## config.mk

```make
export PLATFORM = sky130hd
export DESIGN_NAME = req_buffer
export DESIGN_NICKNAME = d
export VERILOG_FILES = /design/src/mem_fabric_pkg.sv /design/src/req_buffer.sv
export SDC_FILE = /design/constraint.sdc
export NUM_CORES = 1
export LEC_CHECK = 0
export BUFFER_PORTS_ARGS = -buffer_cell sky130_fd_sc_hd__buf_4
export CAP_MARGIN = 0
export CORE_ASPECT_RATIO = 1.4
export CORE_MARGIN = 2
export CORE_UTILIZATION = 51
export DETAILED_ROUTE_END_ITERATION = 10
export GPL_TIMING_DRIVEN = 0
export PLACE_DENSITY = 0.75
export SETUP_SLACK_MARGIN = 0.3
export SLEW_MARGIN = 20
export SYNTH_ARGS = -nofsm -noshare
export SYNTH_HDL_FRONTEND = slang
export SYNTH_SLANG_ARGS = --single-unit
export TNS_END_PERCENT = 50
```

## constraint.sdc

```tcl
create_clock -name clk_i -period 4.1 [get_ports clk_i]
set_clock_uncertainty 0.2 [all_clocks]
set_input_delay 0 -clock clk_i [delete_from_list [all_inputs] [get_ports clk_i]]
set_output_delay 0 -clock clk_i [all_outputs]
set_load 0.01 [all_outputs]
```

## src/mem_fabric_pkg.sv

```systemverilog
// Shared definitions for the memory fabric
// Bus widths, address map, credit and FIFO sizes,
// boot ROM pattern, target enumeration and address union
`default_nettype none

package mem_fabric_pkg;

  // ----------------------------------------------------------------------
  // Bus widths
  // ----------------------------------------------------------------------
  localparam int unsigned AddrWidth = 32;
  localparam int unsigned DataWidth = 64;
  localparam int unsigned StrbWidth = DataWidth / 8;
  localparam int unsigned IdWidth   = 4;

  // ----------------------------------------------------------------------
  // Address map
  // ----------------------------------------------------------------------
  // Region tag is the upper half-word of the byte address
  localparam logic [15:0] RomBase  = 16'h0001;
  localparam logic [15:0] GpioBase = 16'h0002;
  localparam logic [15:0] SramBase = 16'h8000;

  localparam int unsigned RomWords    = 32;
  localparam int unsigned SramWords   = 512;
  localparam int unsigned RomIdxWidth = $clog2(RomWords);
  localparam int unsigned IndexWidth  = $clog2(SramWords);

  // ROM word k reads as this pattern plus k
  localparam logic [DataWidth-1:0] RomPattern = 64'hB007_C0DE_0000_0000;

  // ----------------------------------------------------------------------
  // Flow control
  // ----------------------------------------------------------------------
  localparam int unsigned ReqCredits  = 4;
  localparam int unsigned RspCredits  = 2;
  localparam int unsigned RspDepth    = 4;
  localparam int unsigned ReqPtrWidth = $clog2(ReqCredits);
  localparam int unsigned ReqCntWidth = $clog2(ReqCredits + 1);
  localparam int unsigned RspPtrWidth = $clog2(RspDepth);
  localparam int unsigned RspCntWidth = $clog2(RspDepth + 1);
  localparam int unsigned CreditWidth = $clog2(RspCredits + 1);

  // Decoded destination of a request
  typedef enum logic [1:0] {
    TgtRom,
    TgtSram,
    TgtErr
  } target_e;

  // Byte address, seen raw or as region tag plus offset
  typedef union packed {
    logic [AddrWidth-1:0] raw;
    struct packed {
      logic [15:0] tag;
      logic [12:0] word;
      logic [2:0]  lane;
    } region;
  } addr_u;

endpackage

`default_nettype wire

```

## src/req_buffer.sv

```systemverilog
// Entry FIFO for incoming requests
// Takes every request and returns one request credit per pop
`timescale 1ns/10ps
`default_nettype none

module req_buffer (
  input  wire                                 clk_i,
  input  wire                                 rst_ni,
  input  wire                                 req_valid_i,
  input  wire                                 req_we_i,
  input  wire mem_fabric_pkg::addr_u          req_addr_i,
  input  wire [mem_fabric_pkg::DataWidth-1:0] req_wdata_i,
  input  wire [mem_fabric_pkg::StrbWidth-1:0] req_strb_i,
  input  wire [mem_fabric_pkg::IdWidth-1:0]   req_id_i,
  output logic                                req_credit_o,
  output logic                                out_valid_o,
  input  wire                                 out_ready_i,
  output logic                                out_we_o,
  output mem_fabric_pkg::addr_u               out_addr_o,
  output logic [mem_fabric_pkg::DataWidth-1:0] out_wdata_o,
  output logic [mem_fabric_pkg::StrbWidth-1:0] out_strb_o,
  output logic [mem_fabric_pkg::IdWidth-1:0]   out_id_o
);

  // Storage
  logic                                we_mem    [mem_fabric_pkg::ReqCredits];
  mem_fabric_pkg::addr_u               addr_mem  [mem_fabric_pkg::ReqCredits];
  logic [mem_fabric_pkg::DataWidth-1:0] wdata_mem [mem_fabric_pkg::ReqCredits];
  logic [mem_fabric_pkg::StrbWidth-1:0] strb_mem  [mem_fabric_pkg::ReqCredits];
  logic [mem_fabric_pkg::IdWidth-1:0]   id_mem    [mem_fabric_pkg::ReqCredits];

  logic [mem_fabric_pkg::ReqPtrWidth-1:0] wr_ptr_q;
  logic [mem_fabric_pkg::ReqPtrWidth-1:0] rd_ptr_q;
  logic [mem_fabric_pkg::ReqCntWidth-1:0] count_q;
  logic                                   push;
  logic                                   pop;

  // The requester only sends while it holds a credit, so no full check
  assign push = req_valid_i;
  assign pop  = out_valid_o && out_ready_i;

  assign out_valid_o  = (count_q != '0);
  assign req_credit_o = pop;

  // Head of the FIFO
  assign out_we_o    = we_mem[rd_ptr_q];
  assign out_addr_o  = addr_mem[rd_ptr_q];
  assign out_wdata_o = wdata_mem[rd_ptr_q];
  assign out_strb_o  = strb_mem[rd_ptr_q];
  assign out_id_o    = id_mem[rd_ptr_q];

  // Pointers wrap naturally, depth is a power of two
  always_ff @(posedge clk_i or negedge rst_ni) begin
    if (!rst_ni) begin
      wr_ptr_q <= '0;
      rd_ptr_q <= '0;
      count_q  <= '0;
    end else begin
      if (push) begin
        wr_ptr_q <= wr_ptr_q + 1'b1;
      end
      if (pop) begin
        rd_ptr_q <= rd_ptr_q + 1'b1;
      end
      if (push && !pop) begin
        count_q <= count_q + 1'b1;
      end else if (pop && !push) begin
        count_q <= count_q - 1'b1;
      end
    end
  end

  always_ff @(posedge clk_i) begin
    if (push) begin
      we_mem[wr_ptr_q]    <= req_we_i;
      addr_mem[wr_ptr_q]  <= req_addr_i;
      wdata_mem[wr_ptr_q] <= req_wdata_i;
      strb_mem[wr_ptr_q]  <= req_strb_i;
      id_mem[wr_ptr_q]    <= req_id_i;
    end
  end

endmodule

`default_nettype wire

```

Word level (Yosys, flattened, before mapping)
Memories as Yosys holds them, arrays and structs flattened.
Cells that the tools add are included.
W data, S select, Z words.

cells by class
  add/sub/neg operators = 4
  reductions and logical operators = 7
  muxes and demuxes = 4

operators with widths
  operator               number
  $mux W3                2
  $add A2 B1 Y2 const B  2
  $add A3 B1 Y3 const B  1
  $logic_and A1 B1 Y1    3
  $reduce_bool A3 Y1     1
  $sub A3 B1 Y3 const B  1
  $logic_not A1 Y1       2
  $mux W1                2
  $reduce_bool A2 Y1     1

storage, ports and cells
  bits in writable memories = 436
  memories kept = 5
  logic and storage cells = 23
  register bits after elaboration = 7

memory list
  name       words  width  rd ports  clocked after memory_dff  write ports  RTL line          source
  wdata_mem  4      64     1         0                         1            req_buffer.sv:28  logic [mem_fabric_pkg::DataWidth-1:0] wdata_mem [mem_fabric_pkg::ReqCredits];
  addr_mem   4      32     1         0                         1            req_buffer.sv:27  mem_fabric_pkg::addr_u addr_mem [mem_fabric_pkg::ReqCredits];
  strb_mem   4      8      1         0                         1            req_buffer.sv:29  logic [mem_fabric_pkg::StrbWidth-1:0] strb_mem [mem_fabric_pkg::ReqCredits];
  id_mem     4      4      1         0                         1            req_buffer.sv:30  logic [mem_fabric_pkg::IdWidth-1:0] id_mem [mem_fabric_pkg::ReqCredits];
  we_mem     4      1      1         0                         1            req_buffer.sv:26  logic we_mem [mem_fabric_pkg::ReqCredits];

Depth between registers and ports, before layout
Gate-level depths: netlist of the first run.

  word-level depth = 5
  depth in mapped cells = 8

Worst setup path before layout of the first run
Ideal clock, no wire load.

  kind = register to register
  from = reg wr_ptr_q[0] (netlist bit)
  to = mem addr_mem[0][0] (netlist bit), enable pin
  setup slack = 0.287 ns
  arrival = 3.133 ns
  cell stages (with the launch flop) = 4
  library setup time = 0.480 ns
  required time = 3.420 ns
  path buffers = 0
  cell sequence = dfrtp_1 inv_1 ha_1 and2_1

RTL lines
  item                    RTL line          source
  start, declared         req_buffer.sv:32  logic [mem_fabric_pkg::ReqPtrWidth-1:0] wr_ptr_q;
  start signal, assigned  req_buffer.sv:60  wr_ptr_q <= wr_ptr_q + 1'b1;
  end, declared           req_buffer.sv:27

No word-level cell before the write port.

Worst setup path in the final report of the first run
  from = reg rd_ptr_q[1] (netlist bit)
  to = out out_wdata_o[24] (netlist bit)

on the way
  cells in the longest elaborated chain, start to end = 1

RTL lines
  item                    RTL line          source
  start, declared         req_buffer.sv:33  logic [mem_fabric_pkg::ReqPtrWidth-1:0] rd_ptr_q;
  start signal, assigned  req_buffer.sv:63  rd_ptr_q <= rd_ptr_q + 1'b1;
  $mem_v2 Z4 W64          --
  end, declared           req_buffer.sv:20  output logic [mem_fabric_pkg::DataWidth-1:0] out_wdata_o,

Every way passes these cells.

==> impl_table.tex, run 1 <==
\begin{tabular}{lr}
\hline
Metric & Value \\
\hline
\multicolumn{2}{l}{\textbf{Run status}} \\
\quad Result of the run & finished clean \\
\multicolumn{2}{l}{\textbf{Setup path}} \\
\quad Total buffers and inverters traversed by the critical path & 3 \\
\quad Critical path's top delay family & buffers and inverters \\
\quad Peak fanout along the critical path & 10 \\
\quad Cell chain of the critical path & buf\_4 -> clkbuf\_1 -> mux4\_2 -> buf\_4 \\
\quad Reg-to-reg endpoint & count\_q[2] \\
\quad Largest stage delay on the critical path & 0.54 ns \\
\quad Data arrival time of the worst path & 2.26 ns \\
\quad Most prevalent standard cell on the critical path & sky130\_fd\_sc\_hd\_\_buf\_4 \\
\quad Startpoint Class & register \\
\quad Worst setup endpoint & out\_wdata\_o[24] \\
\quad Path type of the worst setup path & register to primary output \\
\quad Critical path's slowest cell & sky130\_fd\_sc\_hd\_\_clkbuf\_1 \\
\quad Count of cells along the worst register-to-register path & 8 \\
\quad Setup slack of the worst register-to-register path & 1.70 ns \\
\quad CP startpoint & rd\_ptr\_q[1] \\
\quad Worst r2r src & count\_q[0] \\
\quad Nature of the critical path endpoint & primary output \\
\quad Stages on worst setup path & 4 \\
\quad Data required time at the worst endpoint & 3.90 ns \\
\multicolumn{2}{l}{\textbf{Logic synthesis}} \\
\quad Register bit total from synthesis & 443 \\
\quad Yosys top cell by area & sky130\_fd\_sc\_hd\_\_edfxtp\_1 \\
\quad Proportion of synthesized flip-flops having asynchronous set or reset & 1.580\% \\
\quad Number of enable flip-flop cells after synthesis & 436 \\
\quad Netlist Area Pre-Place & 16,120 sq um \\
\quad Warnings from Yosys & 0 \\
\quad Synthesized instance count & 603 \\
\quad Dominant cells by area after synthesis & sky130\_fd\_sc\_hd\_\_edfxtp\_1 81\%, sky130\_fd\_sc\_hd\_\_mux4\_2 15\%, sky130\_fd\_sc\_hd\_\_dfrtp\_1 1.1\% \\
\quad Synth unique cells & 19 \\
\quad Register area share after synthesis & 82.29\% \\
\quad Post-synthesis net count & 722 \\
\quad Most numerous cell in the Yosys netlist & sky130\_fd\_sc\_hd\_\_edfxtp\_1 \\
\quad Top cells by count, synth & 436 x sky130\_fd\_sc\_hd\_\_edfxtp\_1, 109 x sky130\_fd\_sc\_hd\_\_mux4\_2, 10 x sky130\_fd\_sc\_hd\_\_buf\_6 \\
\quad Post-Synthesis Mean Instance Area & 26.74 sq um \\
\quad Most used flip-flop cell after synthesis & sky130\_fd\_sc\_hd\_\_edfxtp\_1 \\
\quad Area share of the largest cell type after synthesis & 81.20\% \\
\multicolumn{2}{l}{\textbf{Pwr}} \\
\quad Worst vdd ir & 0.5458 mV \\
\quad Power per Cell Area & 684.6 nW/um\^{}2 \\
\quad Static power due to leakage & 7.504 nW \\
\multicolumn{2}{l}{\textbf{Timing}} \\
\quad RSZ-0062 raised after global routing & no \\
\quad Final min period & 2.455 ns \\
\quad Final number of hold-violating endpoints & 0 \\
\quad Total count of max-transition violations in the final report & 0 \\
\quad Final TNS setup & 0 ns \\
\quad Highest attainable clock frequency & 407.3 MHz \\
\quad Headroom to the max-slew limit & 54.41\% \\
\quad \# setup viols final & 0 \\
\quad Worst-Margin Slew & 0.6839 ns \\
\quad Fin crit share & 59.89\% \\
\multicolumn{2}{l}{\textbf{Floorplanning}} \\
\quad Number of top-level pins & 224 \\
\quad Initial cell density of the core & 51.33\% \\
\quad Horizontal extent of the die & 154.3 um \\
\quad Core Rows & 77 \\
\quad Die area & 33,070 sq um \\
\quad Die Y-Extent & 214.4 um \\
\quad Area of the core & 31,410 sq um \\
\multicolumn{2}{l}{\textbf{Global route}} \\
\quad Overall overflow remaining after global route & 0 \\
\quad All-layer global routing usage & 20.09\% \\
\quad GR met2 Demand/Resource & 36.91\% \\
\quad Routing layer with the top usage in global route & met2 \\
\quad Wire length of the first global-routing pass & 50.20 mm \\
\quad Maximum number of pins on one net before global-route repair & 42 \\
\quad Met3 Resource Use GR & 4.568\% \\
\quad Vias in the first global route & 8,859 \\
\quad M1 GR Usage & 23.28\% \\
\quad Initial antenna violation count & 3 \\
\multicolumn{2}{l}{\textbf{CTS}} \\
\quad Maximum buffer depth of the clock tree & 3 \\
\quad CTS H-Tree Depth & 2 \\
\quad Inserted Clock Buffers & 41 \\
\quad Clock-pin slew of the registers on the worst-case setup and hold paths & 0.06 ns \\
\quad Post-CTS sizing & 0 \\
\quad Setup fix buffers added after clock tree synthesis & 0 \\
\quad Clk sink count & 443 \\
\quad Clock latency of the later-clocked register in the worst-skew pair & 0.53 ns \\
\quad Buffer cell driving the clock tree root & sky130\_fd\_sc\_hd\_\_clkbuf\_16 \\
\quad CTS tree & done \\
\multicolumn{2}{l}{\textbf{Run}} \\
\quad Max capacitance violation total & 0 \\
\multicolumn{2}{l}{\textbf{Drt}} \\
\quad Number of remaining DRC errors & 0 \\
\quad Vias & 7,876 \\
\quad Final wirelength & 32.66 mm \\
\quad Antenna violation net count after detailed routing & 0 \\
\quad Detailed-route vias per instance & 5.369 \\
\quad First DRT Iteration DRCs & 386 \\
\quad DR WL/cell & 22.27 um \\
\quad Number of iterations in the first detailed-routing pass & 4 \\
\multicolumn{2}{l}{\textbf{Place}} \\
\quad Post-DP Area & 18,520 sq um \\
\quad Final GP Congestion & 0.7127 \\
\quad Number of buffers inserted by port buffering & 223 \\
\quad Total half-perimeter wirelength after legalization and detailed placement & 19.30 mm \\
\multicolumn{2}{l}{\textbf{Final layout}} \\
\quad Seq. cell area & 13,270 sq um \\
\quad Fraction of final layout cells with drive strength greater than 1 & 40.09\% \\
\quad Number of filler cells placed in the layout & 1,869 \\
\quad Finished Cell Area & 21,480 sq um \\
\quad \# nets final & 1,157 \\
\quad Utilization after layout & 68.38\% \\
\quad Synth-to-layout area growth & 33.21\% \\
\quad Total area of multi-input combinational cells & 2664 sq um \\
\multicolumn{2}{l}{\textbf{Min path}} \\
\quad Worst min path class & primary input to register \\
\hline
\end{tabular}
==> registers in the layout, indices dropped and copies added (netlist names) <==
name,flops
strb_mem,32
we_mem,4
id_mem,16
addr_mem,128
rd_ptr_q,2
wr_ptr_q,2
count_q,3
wdata_mem,256
==> worst min-delay path by stage <==
stage | startpoint | end | slack (ns) | cells past startpoint
final | req_wdata_i[25] | wdata_mem[2][25] | 0.01 | 2
after global routing | req_addr_i[21] | addr_mem[0][21] | 0.0007 | 2
after CTS | req_wdata_i[18] | wdata_mem[2][18] | 0.0001 | 2
after detailed placement | rst_ni | count_q[0] | -0.38 | 1
after global placement | rst_ni | count_q[0] | -0.38 | 1
after floorplan | rst_ni | count_q[0] | -0.50 | 0
==> cells by family after synthesis <==
logic type      Yosys count  synth area share [%]
buf+inv                  28                 1.249
simple gates              9                0.2949
compound gates            1               0.03101
mux                     110                 15.30
fa+ha+maj                 6                0.5122
flops                   443                 82.29
xor+xnor                  6                0.3260
==> stage by stage <==
step                      hold slack [ns]  worst slack [ns]  instances  power (mW)
after detailed placement          -0.3808             1.718       1231       10.89
after CTS                       0.0001237             1.631       1464       14.86
after global placement            -0.3803            -1.730       1221       10.83
after global routing            0.0007046             1.523       1467       15.33
final                             0.01028             1.645       1467       14.70
after floorplan                   -0.4956            0.2919        603       8.836
==> power breakdown <==
| group | leakage [nW] | switching [mW] | internal (mW) |
|---|---|---|---|
| Sequential | 4.09 | 0.191 | 5.91 |
| Combinational | 2.75 | 2.33 | 2.43 |
| Clock | 0.665 | 1.61 | 2.23 |
| Total | 7.50 | 4.12 | 10.6 |
==> cell type report <==
cell class	count	share of cell area, %
sequential	443	61.78
antenna	2	0.02330
clock inverter	27	1.218
tap	395	2.301
buffer	24	0.8680
clock buffer	48	5.098
multi-input combinational	132	12.40
inverter	4	0.06991
timing repair buffer	392	16.24
==> metal layers <==
| metal | part of all wire [%] | wire length, um | vias to the layer above |
|---|---|---|---|
| met4 | 2.5 | 827 | 2 |
| met1 | 36 | 11890 | 4103 |
| met2 | 56 | 18220 | 223 |
| met5 | 0.040 | 13 | - |
| met3 | 5.2 | 1714 | 63 |
| li1 | - | - | 3485 |
==> placed cells by master, fill, tap and decap left out, drive strengths merged <==
cell type / count
edfxtp: 436
buf: 254
dlygate4sd3: 159
mux4: 109
clkbuf: 51
clkinv: 18
dfrtp: 7
inv: 6
ha: 5
bufinv: 5
and2: 4
xnor2: 3
xor2: 3
diode: 2
nand2: 2
clkinvlp: 2
or3: 1
mux2: 1
o21ai: 1
nand3: 1
nor2: 1
fa: 1
==> repair_timing <==
action | 4_1_cts | 5_1_grt
hold buffers | 158 | 1
endpoints found under the setup margin | 0 | 0
endpoints found under the hold margin | 544 | 2
Note: power is estimated with default switching activity, not from simulation.
==> run 2: changes to the inputs <==
==> constraint.sdc (replaced) <==
create_clock -name clk_i -period 2.25 [get_ports clk_i]
set_clock_uncertainty 0.2 [all_clocks]
set_input_delay 0 -clock clk_i [delete_from_list [all_inputs] [get_ports clk_i]]
set_output_delay 0 -clock clk_i [all_outputs]
set_load 0.01 [all_outputs]
==> run 2 against run 1 <==
  * Sequential share of layout area fell by 1.6 points
  * Routed wire length grew 3.3%
  * Clock power grew 73%
  * Global-route usage grew 0.62 points
  * Die area unchanged
  * Combinational power grew 110%
  * Largest power group unchanged
==> impl_table.tex, run 2 (synthesis gave the netlist of run 1 again) <==
\begin{tabular}{lr}
\hline
Metric & Value \\
\hline
\multicolumn{2}{l}{\textbf{Run status}} \\
\quad Result of the run & finished clean \\
\multicolumn{2}{l}{\textbf{Pwr}} \\
\quad Switching pwr & 7.807 mW \\
\quad Power share of the sequential group & 40.1\% \\
\quad Worst vdd ir & 0.9153 mV \\
\quad Clock power frac & 23.8\% \\
\quad Final Total Pwr & 27.85 mW \\
\quad Static power due to leakage & 7.726 nW \\
\quad Comb power frac & 36.1\% \\
\quad Switching power share of the total & 28.04\% \\
\quad Power per Cell Area & 1263 nW/um\^{}2 \\
\quad Int Pwr & 20.04 mW \\
\multicolumn{2}{l}{\textbf{Setup path}} \\
\quad Critical path's slowest cell & sky130\_fd\_sc\_hd\_\_mux4\_2 \\
\quad Count of cells along the worst register-to-register path & 8 \\
\quad Peak fanout along the critical path & 10 \\
\quad Path type of the worst setup path & register to primary output \\
\quad Largest stage delay on the critical path & 0.57 ns \\
\quad Most prevalent standard cell on the critical path & sky130\_fd\_sc\_hd\_\_buf\_12 \\
\quad Data required time at the worst endpoint & 2.05 ns \\
\quad Reg-to-reg endpoint & count\_q[2] \\
\quad Startpoint Class & register \\
\quad Nature of the critical path endpoint & primary output \\
\quad Setup slack of the worst register-to-register path & 0.09 ns \\
\quad Cell chain of the critical path & buf\_12 -> buf\_12 -> mux4\_2 -> buf\_6 \\
\quad Data arrival time of the worst path & 2.03 ns \\
\quad Worst r2r src & count\_q[2] \\
\multicolumn{2}{l}{\textbf{Place}} \\
\quad DP Worst Slack & -0.1590 ns \\
\quad Total half-perimeter wirelength after legalization and detailed placement & 18.49 mm \\
\quad Final GP Congestion & 0.7054 \\
\quad Placed Cells incl. Taps & 1,229 \\
\quad Number of buffers inserted by port buffering & 223 \\
\quad Post-DP Area & 18,530 sq um \\
\multicolumn{2}{l}{\textbf{Timing}} \\
\quad Worst Setup Slack, final & 0.02356 ns \\
\quad \# setup viols final & 0 \\
\quad Headroom to the max-slew limit & 63.96\% \\
\quad RSZ-0062 raised after global routing & yes \\
\quad Total count of max-transition violations in the final report & 0 \\
\quad Highest attainable clock frequency & 449.1 MHz \\
\quad Final number of hold-violating endpoints & 0 \\
\quad Worst-Margin Slew & 0.5406 ns \\
\quad Final min period & 2.226 ns \\
\quad Fin crit share & 98.95\% \\
\multicolumn{2}{l}{\textbf{CTS}} \\
\quad CTS tree & done \\
\quad Clock latency of the later-clocked register in the worst-skew pair & 0.54 ns \\
\quad Clock-pin slew of the registers on the worst-case setup and hold paths & 0.06 ns \\
\quad Maximum buffer depth of the clock tree & 3 \\
\quad Inserted Clock Buffers & 41 \\
\quad Buffer cell driving the clock tree root & sky130\_fd\_sc\_hd\_\_clkbuf\_16 \\
\quad Clk sink count & 443 \\
\quad CTS H-Tree Depth & 2 \\
\multicolumn{2}{l}{\textbf{Drt}} \\
\quad Vias & 8,071 \\
\quad Antenna violation net count after detailed routing & 0 \\
\quad Detailed-route vias per instance & 5.464 \\
\quad DR WL/cell & 22.84 um \\
\quad Number of iterations in the first detailed-routing pass & 4 \\
\quad Number of remaining DRC errors & 0 \\
\quad First DRT Iteration DRCs & 431 \\
\quad Final wirelength & 33.73 mm \\
\multicolumn{2}{l}{\textbf{Min path}} \\
\quad Worst Hold Path EP & wdata\_mem[3][4] \\
\quad Worst min path class & primary input to register \\
\quad HP Start & req\_wdata\_i[4] \\
\quad Worst hold path depth & 2 \\
\multicolumn{2}{l}{\textbf{Floorplanning}} \\
\quad Die area & 33,070 sq um \\
\quad Horizontal extent of the die & 154.3 um \\
\quad Area of the core & 31,410 sq um \\
\quad Number of top-level pins & 224 \\
\quad Core Rows & 77 \\
\quad Die Y-Extent & 214.4 um \\
\quad Initial cell density of the core & 51.33\% \\
\multicolumn{2}{l}{\textbf{Final layout}} \\
\quad Non-filler instance count after layout & 1,477 \\
\quad Seq. cell area & 13,270 sq um \\
\quad Fraction of final layout cells with drive strength greater than 1 & 42.65\% \\
\quad Most frequent cells in the layout & 436 x sky130\_fd\_sc\_hd\_\_edfxtp\_1, 174 x sky130\_fd\_sc\_hd\_\_buf\_4, 155 x sky130\_fd\_sc\_hd\_\_dlygate4sd3\_1, 109 x sky130\_fd\_sc\_hd\_\_mux4\_2, 70 x sky130\_fd\_sc\_hd\_\_buf\_6 \\
\quad Number of filler cells placed in the layout & 1,824 \\
\quad Synth-to-layout area growth & 36.80\% \\
\quad \# nets final & 1,174 \\
\quad Most common cell after layout, fill and taps aside & sky130\_fd\_sc\_hd\_\_edfxtp\_1 \\
\quad Utilization after layout & 70.23\% \\
\quad Flip-flop count of the largest register, all copies and words added & 256 \\
\quad Largest Register & wdata\_mem \\
\quad Registers with the highest flip-flop counts & wdata\_mem: 256 flops, addr\_mem: 128 flops, strb\_mem: 32 flops \\
\quad Total area of multi-input combinational cells & 2738 sq um \\
\quad Finished Cell Area & 22,060 sq um \\
\multicolumn{2}{l}{\textbf{Global route}} \\
\quad Initial antenna violation count & 2 \\
\quad Vias in the first global route & 8,959 \\
\quad Overall overflow remaining after global route & 0 \\
\quad Maximum number of pins on one net before global-route repair & 46 \\
\quad Wire length of the first global-routing pass & 51.51 mm \\
\quad All-layer global routing usage & 20.71\% \\
\multicolumn{2}{l}{\textbf{Run}} \\
\quad Max capacitance violation total & 0 \\
\hline
\end{tabular}
-- run 2: cell types whose count changed in the layout (fill, tap and decap cells not counted), sizes merged --
cell	previous run	this run
diode	2	1
clkinv	18	9
bufinv	5	2
clkinvlp	2	3
and2	4	6
buf	254	270
bufbuf	0	2
dlygate4sd3	159	155
clkbuf	51	57
-- run 2: routing by layer --
metal	wire [um]	track usage, %	up-vias
li1	-	-	3525
met1	12710	25.67	4202
met5	13	0	-
met3	1518	3.779	80
met2	18120	36.07	262
met4	1369	8.796	2
-- run 2: what timing repair did --
item,in CTS,in global routing
endpoints found under the hold margin,532,1
setup endpoints to repair,335,335
pin swaps,5,6
gates cloned,4,3
hold buffers,154,1
resized for setup,76,38
setup buffers,9,7
-- run 2: worst max-delay path, delay by kind of cell (launching register included) --
family | cells | cell delay, ns
flip-flops | 1 | 0.40
multiplexers | 1 | 0.57
buffers and inverters | 3 | 0.52
-- run 2: worst max-delay path by stage --
stage	startpoint	to	slack, ns	depth (start not counted)
floorplan	count_q[1]	count_q[2]	0.21	8
global placement	wr_ptr_q[0]	wdata_mem[2][7]	-0.43	3
detailed placement	wr_ptr_q[0]	wdata_mem[2][7]	-0.16	5
CTS	rd_ptr_q[0]	out_wdata_o[58]	0.006	4
global route	rd_ptr_q[0]	out_addr_o[19]	-0.04	4
finish	rd_ptr_q[0]	out_wdata_o[28]	0.02	4
-- run 2: area by class of cell --
class	count	area share (%)
Clock buffer	53	5.140
Buffer	24	1.356
Timing Repair Buffer	407	17.95
Sequential cell	443	60.17
Antenna cell	1	0.01135
Clock inverter	16	0.6524
Multi-Input combinational cell	134	12.41
Inverter	4	0.06807
Tap cell	395	2.241
-- run 2: through the flow --
stage                     setup TNS (ns)  hold WS, ns
after CTS                              0    0.0002441
after detailed placement          -5.118      -0.3787
final                                  0      0.01968
after global placement           -167.57      -0.3792
after floorplan                        0      -0.4956
after global routing             -0.7651      0.01119
-- run 2: power groups by stage --
stage	Sequential, mW	Combinational (mW)	Clock [mW]
after CTS	11.1	9.69	6.76
after detailed placement	11.3	8.56	0
after global routing	11.3	10.7	7.08
after floorplan	11.2	4.84	0
after global placement	11.3	8.28	0
final	11.2	10.1	6.63
==> run 3: changes to the inputs <==
==> constraint.sdc (replaced) <==
create_clock -name clk_i -period 2.25 [get_ports clk_i]
set_clock_uncertainty 0.2 [all_clocks]
set_input_delay 0 -clock clk_i [delete_from_list [all_inputs] [get_ports clk_i]]
set_output_delay 0 -clock clk_i [all_outputs]
set_load 0.1 [all_outputs]
==> run 3 against run 2 <==
  * The flow now finishes with violations (negative setup slack)
  * Via count increased by 0.97%
  * Highest routed layer unchanged
  * Setup slack got worse by 0.090 ns
  * Critical path type unchanged
  * Die area unchanged
  * First-iteration DRC count increased by 23%
  * Critical path depth increased by 1
  * Fmax fell by 3.9%
  * Non-clock buffer count rose by 10
  * Final area increased by 2.8%
==> impl_table.tex, run 3 (synthesis gave the netlist of run 1 again) <==
\begin{tabular}{lr}
\hline
Metric & Value \\
\hline
\multicolumn{2}{l}{\textbf{Drt}} \\
\quad Number of remaining DRC errors & 0 \\
\quad Vias & 8,149 \\
\quad First DRT Iteration DRCs & 530 \\
\quad Final wirelength & 36.08 mm \\
\quad Antenna violation net count after detailed routing & 0 \\
\quad Detailed-route vias per instance & 5.444 \\
\quad Number of iterations in the first detailed-routing pass & 5 \\
\quad DR WL/cell & 24.10 um \\
\multicolumn{2}{l}{\textbf{Run status}} \\
\quad Result of the run & finished with violations \\
\quad Failing checks & negative setup slack \\
\multicolumn{2}{l}{\textbf{Final layout}} \\
\quad Synth-to-layout area growth & 40.63\% \\
\quad Non-filler instance count after layout & 1,497 \\
\quad Most frequent cells in the layout & 436 x sky130\_fd\_sc\_hd\_\_edfxtp\_1, 155 x sky130\_fd\_sc\_hd\_\_dlygate4sd3\_1, 127 x sky130\_fd\_sc\_hd\_\_buf\_4, 109 x sky130\_fd\_sc\_hd\_\_mux4\_2, 93 x sky130\_fd\_sc\_hd\_\_buf\_6 \\
\quad \# nets final & 1,186 \\
\quad Fraction of final layout cells with drive strength greater than 1 & 42.91\% \\
\quad Largest Register & wdata\_mem \\
\quad Registers with the highest flip-flop counts & wdata\_mem: 256 flops, addr\_mem: 128 flops, strb\_mem: 32 flops \\
\quad Most common cell after layout, fill and taps aside & sky130\_fd\_sc\_hd\_\_edfxtp\_1 \\
\quad Flip-flop count of the largest register, all copies and words added & 256 \\
\multicolumn{2}{l}{\textbf{Global route}} \\
\quad Maximum number of pins on one net before global-route repair & 48 \\
\quad Initial antenna violation count & 3 \\
\quad Overall overflow remaining after global route & 0 \\
\quad All-layer global routing usage & 20.57\% \\
\quad Wire length of the first global-routing pass & 50.96 mm \\
\quad Vias in the first global route & 8,972 \\
\multicolumn{2}{l}{\textbf{Floorplanning}} \\
\quad Horizontal extent of the die & 154.3 um \\
\quad Number of top-level pins & 224 \\
\quad Die Y-Extent & 214.4 um \\
\quad Die area & 33,070 sq um \\
\quad Area of the core & 31,410 sq um \\
\quad Core Rows & 77 \\
\quad Initial cell density of the core & 51.33\% \\
\multicolumn{2}{l}{\textbf{Place}} \\
\quad Number of buffers inserted by port buffering & 223 \\
\quad DP Worst Slack & 0.1236 ns \\
\quad Final GP Congestion & 0.7285 \\
\quad Placed Cells incl. Taps & 1,229 \\
\quad Total half-perimeter wirelength after legalization and detailed placement & 19.13 mm \\
\multicolumn{2}{l}{\textbf{Setup path}} \\
\quad Count of cells along the worst register-to-register path & 8 \\
\quad Worst r2r src & count\_q[0] \\
\quad Setup slack of the worst register-to-register path & 0.18 ns \\
\quad Data required time at the worst endpoint & 2.05 ns \\
\quad Data arrival time of the worst path & 2.12 ns \\
\quad Peak fanout along the critical path & 6 \\
\quad Path type of the worst setup path & register to primary output \\
\quad Nature of the critical path endpoint & primary output \\
\quad Startpoint Class & register \\
\quad Reg-to-reg endpoint & count\_q[2] \\
\multicolumn{2}{l}{\textbf{Timing}} \\
\quad Worst slack on hold paths & 0.01974 ns \\
\quad Fin crit share & 103.0\% \\
\quad RSZ-0062 raised after global routing & yes \\
\quad Final min period & 2.317 ns \\
\quad Final number of hold-violating endpoints & 0 \\
\quad Total count of max-transition violations in the final report & 0 \\
\quad Worst-Margin Slew & 0.6639 ns \\
\quad Worst Setup Slack, final & -0.06661 ns \\
\quad Headroom to the max-slew limit & 55.74\% \\
\quad Highest attainable clock frequency & 431.7 MHz \\
\quad \# setup viols final & 97 \\
\multicolumn{2}{l}{\textbf{Min path}} \\
\quad HP Start & req\_wdata\_i[4] \\
\quad Worst hold path depth & 2 \\
\quad Worst Hold Path EP & wdata\_mem[0][4] \\
\quad Worst min path class & primary input to register \\
\multicolumn{2}{l}{\textbf{CTS}} \\
\quad CTS tree & done \\
\quad Buffer cell driving the clock tree root & sky130\_fd\_sc\_hd\_\_clkbuf\_16 \\
\quad Clock latency of the later-clocked register in the worst-skew pair & 0.52 ns \\
\quad Maximum buffer depth of the clock tree & 3 \\
\quad Clk sink count & 443 \\
\quad CTS H-Tree Depth & 2 \\
\quad Clock-pin slew of the registers on the worst-case setup and hold paths & 0.07 ns \\
\quad Inserted Clock Buffers & 41 \\
\multicolumn{2}{l}{\textbf{Run}} \\
\quad Max capacitance violation total & 0 \\
\hline
\end{tabular}
-- run 3: layout make-up --
type / count / area, sq um
repair buffers: 417 / 4533
clock buffers: 51 / 1106
clock inverters: 25 / 160.2
inverters: 4 / 17.52
diodes: 2 / 5.005
plain buffers: 24 / 321.6
well taps: 395 / 494.2
multi-input cells: 136 / 2765
flip-flops and latches: 443 / 13270
fillers: 1725 / 8735
-- run 3: worst max path at each step --
stage	from	end	slack (ns)
after CTS	rd_ptr_q[0]	out_wdata_o[62]	-0.07
after detailed placement	wr_ptr_q[0]	wdata_mem[3][4]	0.12
after global routing	rd_ptr_q[0]	out_addr_o[27]	-0.12
after global placement	wr_ptr_q[0]	wdata_mem[0][6]	-0.44
after floorplan	count_q[1]	count_q[2]	0.04
final	rd_ptr_q[0]	out_addr_o[27]	-0.07
-- run 3: through the flow --
step / util (%) / setup TNS (ns) / area [sq um]
after global routing: 72.19 / -9.465 / 22670
after global placement: 58.40 / -169.31 / 18340
after floorplan: - / 0 / 16170
after detailed placement: 59.08 / 0 / 18550
final: 72.19 / -2.965 / 22670
after CTS: 70.06 / -4.031 / 22000
-- run 3: metal layers --
layer,share of wire (%),wire (um),track usage [%]
met3,4.8,1719,3.840
met4,3.1,1123,7.099
met1,36,13130,24.23
met5,0.036,13,0
met2,56,20100,37.83
-- run 3: repair_timing --
| item | CTS | global route |
|---|---|---|
| pin swaps | 5 | 4 |
| setup buffers | 7 | 9 |
| hold buffers | 155 | 0 |
| gates cloned | 2 | 17 |
| endpoints found under the setup margin | 314 | 449 |
| hold endpoints to repair | 529 | 0 |
| gates resized for setup | 146 | 56 |
-- run 3: worst max-delay path, stage by stage (launching register included) --
cell and delay [ns]:
sky130_fd_sc_hd__dfrtp_2 0.37, sky130_fd_sc_hd__buf_12 0.14, sky130_fd_sc_hd__clkbuf_16 0.18, sky130_fd_sc_hd__buf_12 0.13, sky130_fd_sc_hd__mux4_2 0.56, sky130_fd_sc_hd__buf_12 0.19
Power of run 3 is not shown: default switching activity piles up to over one toggle a cycle in this logic, so the estimate is an artifact.
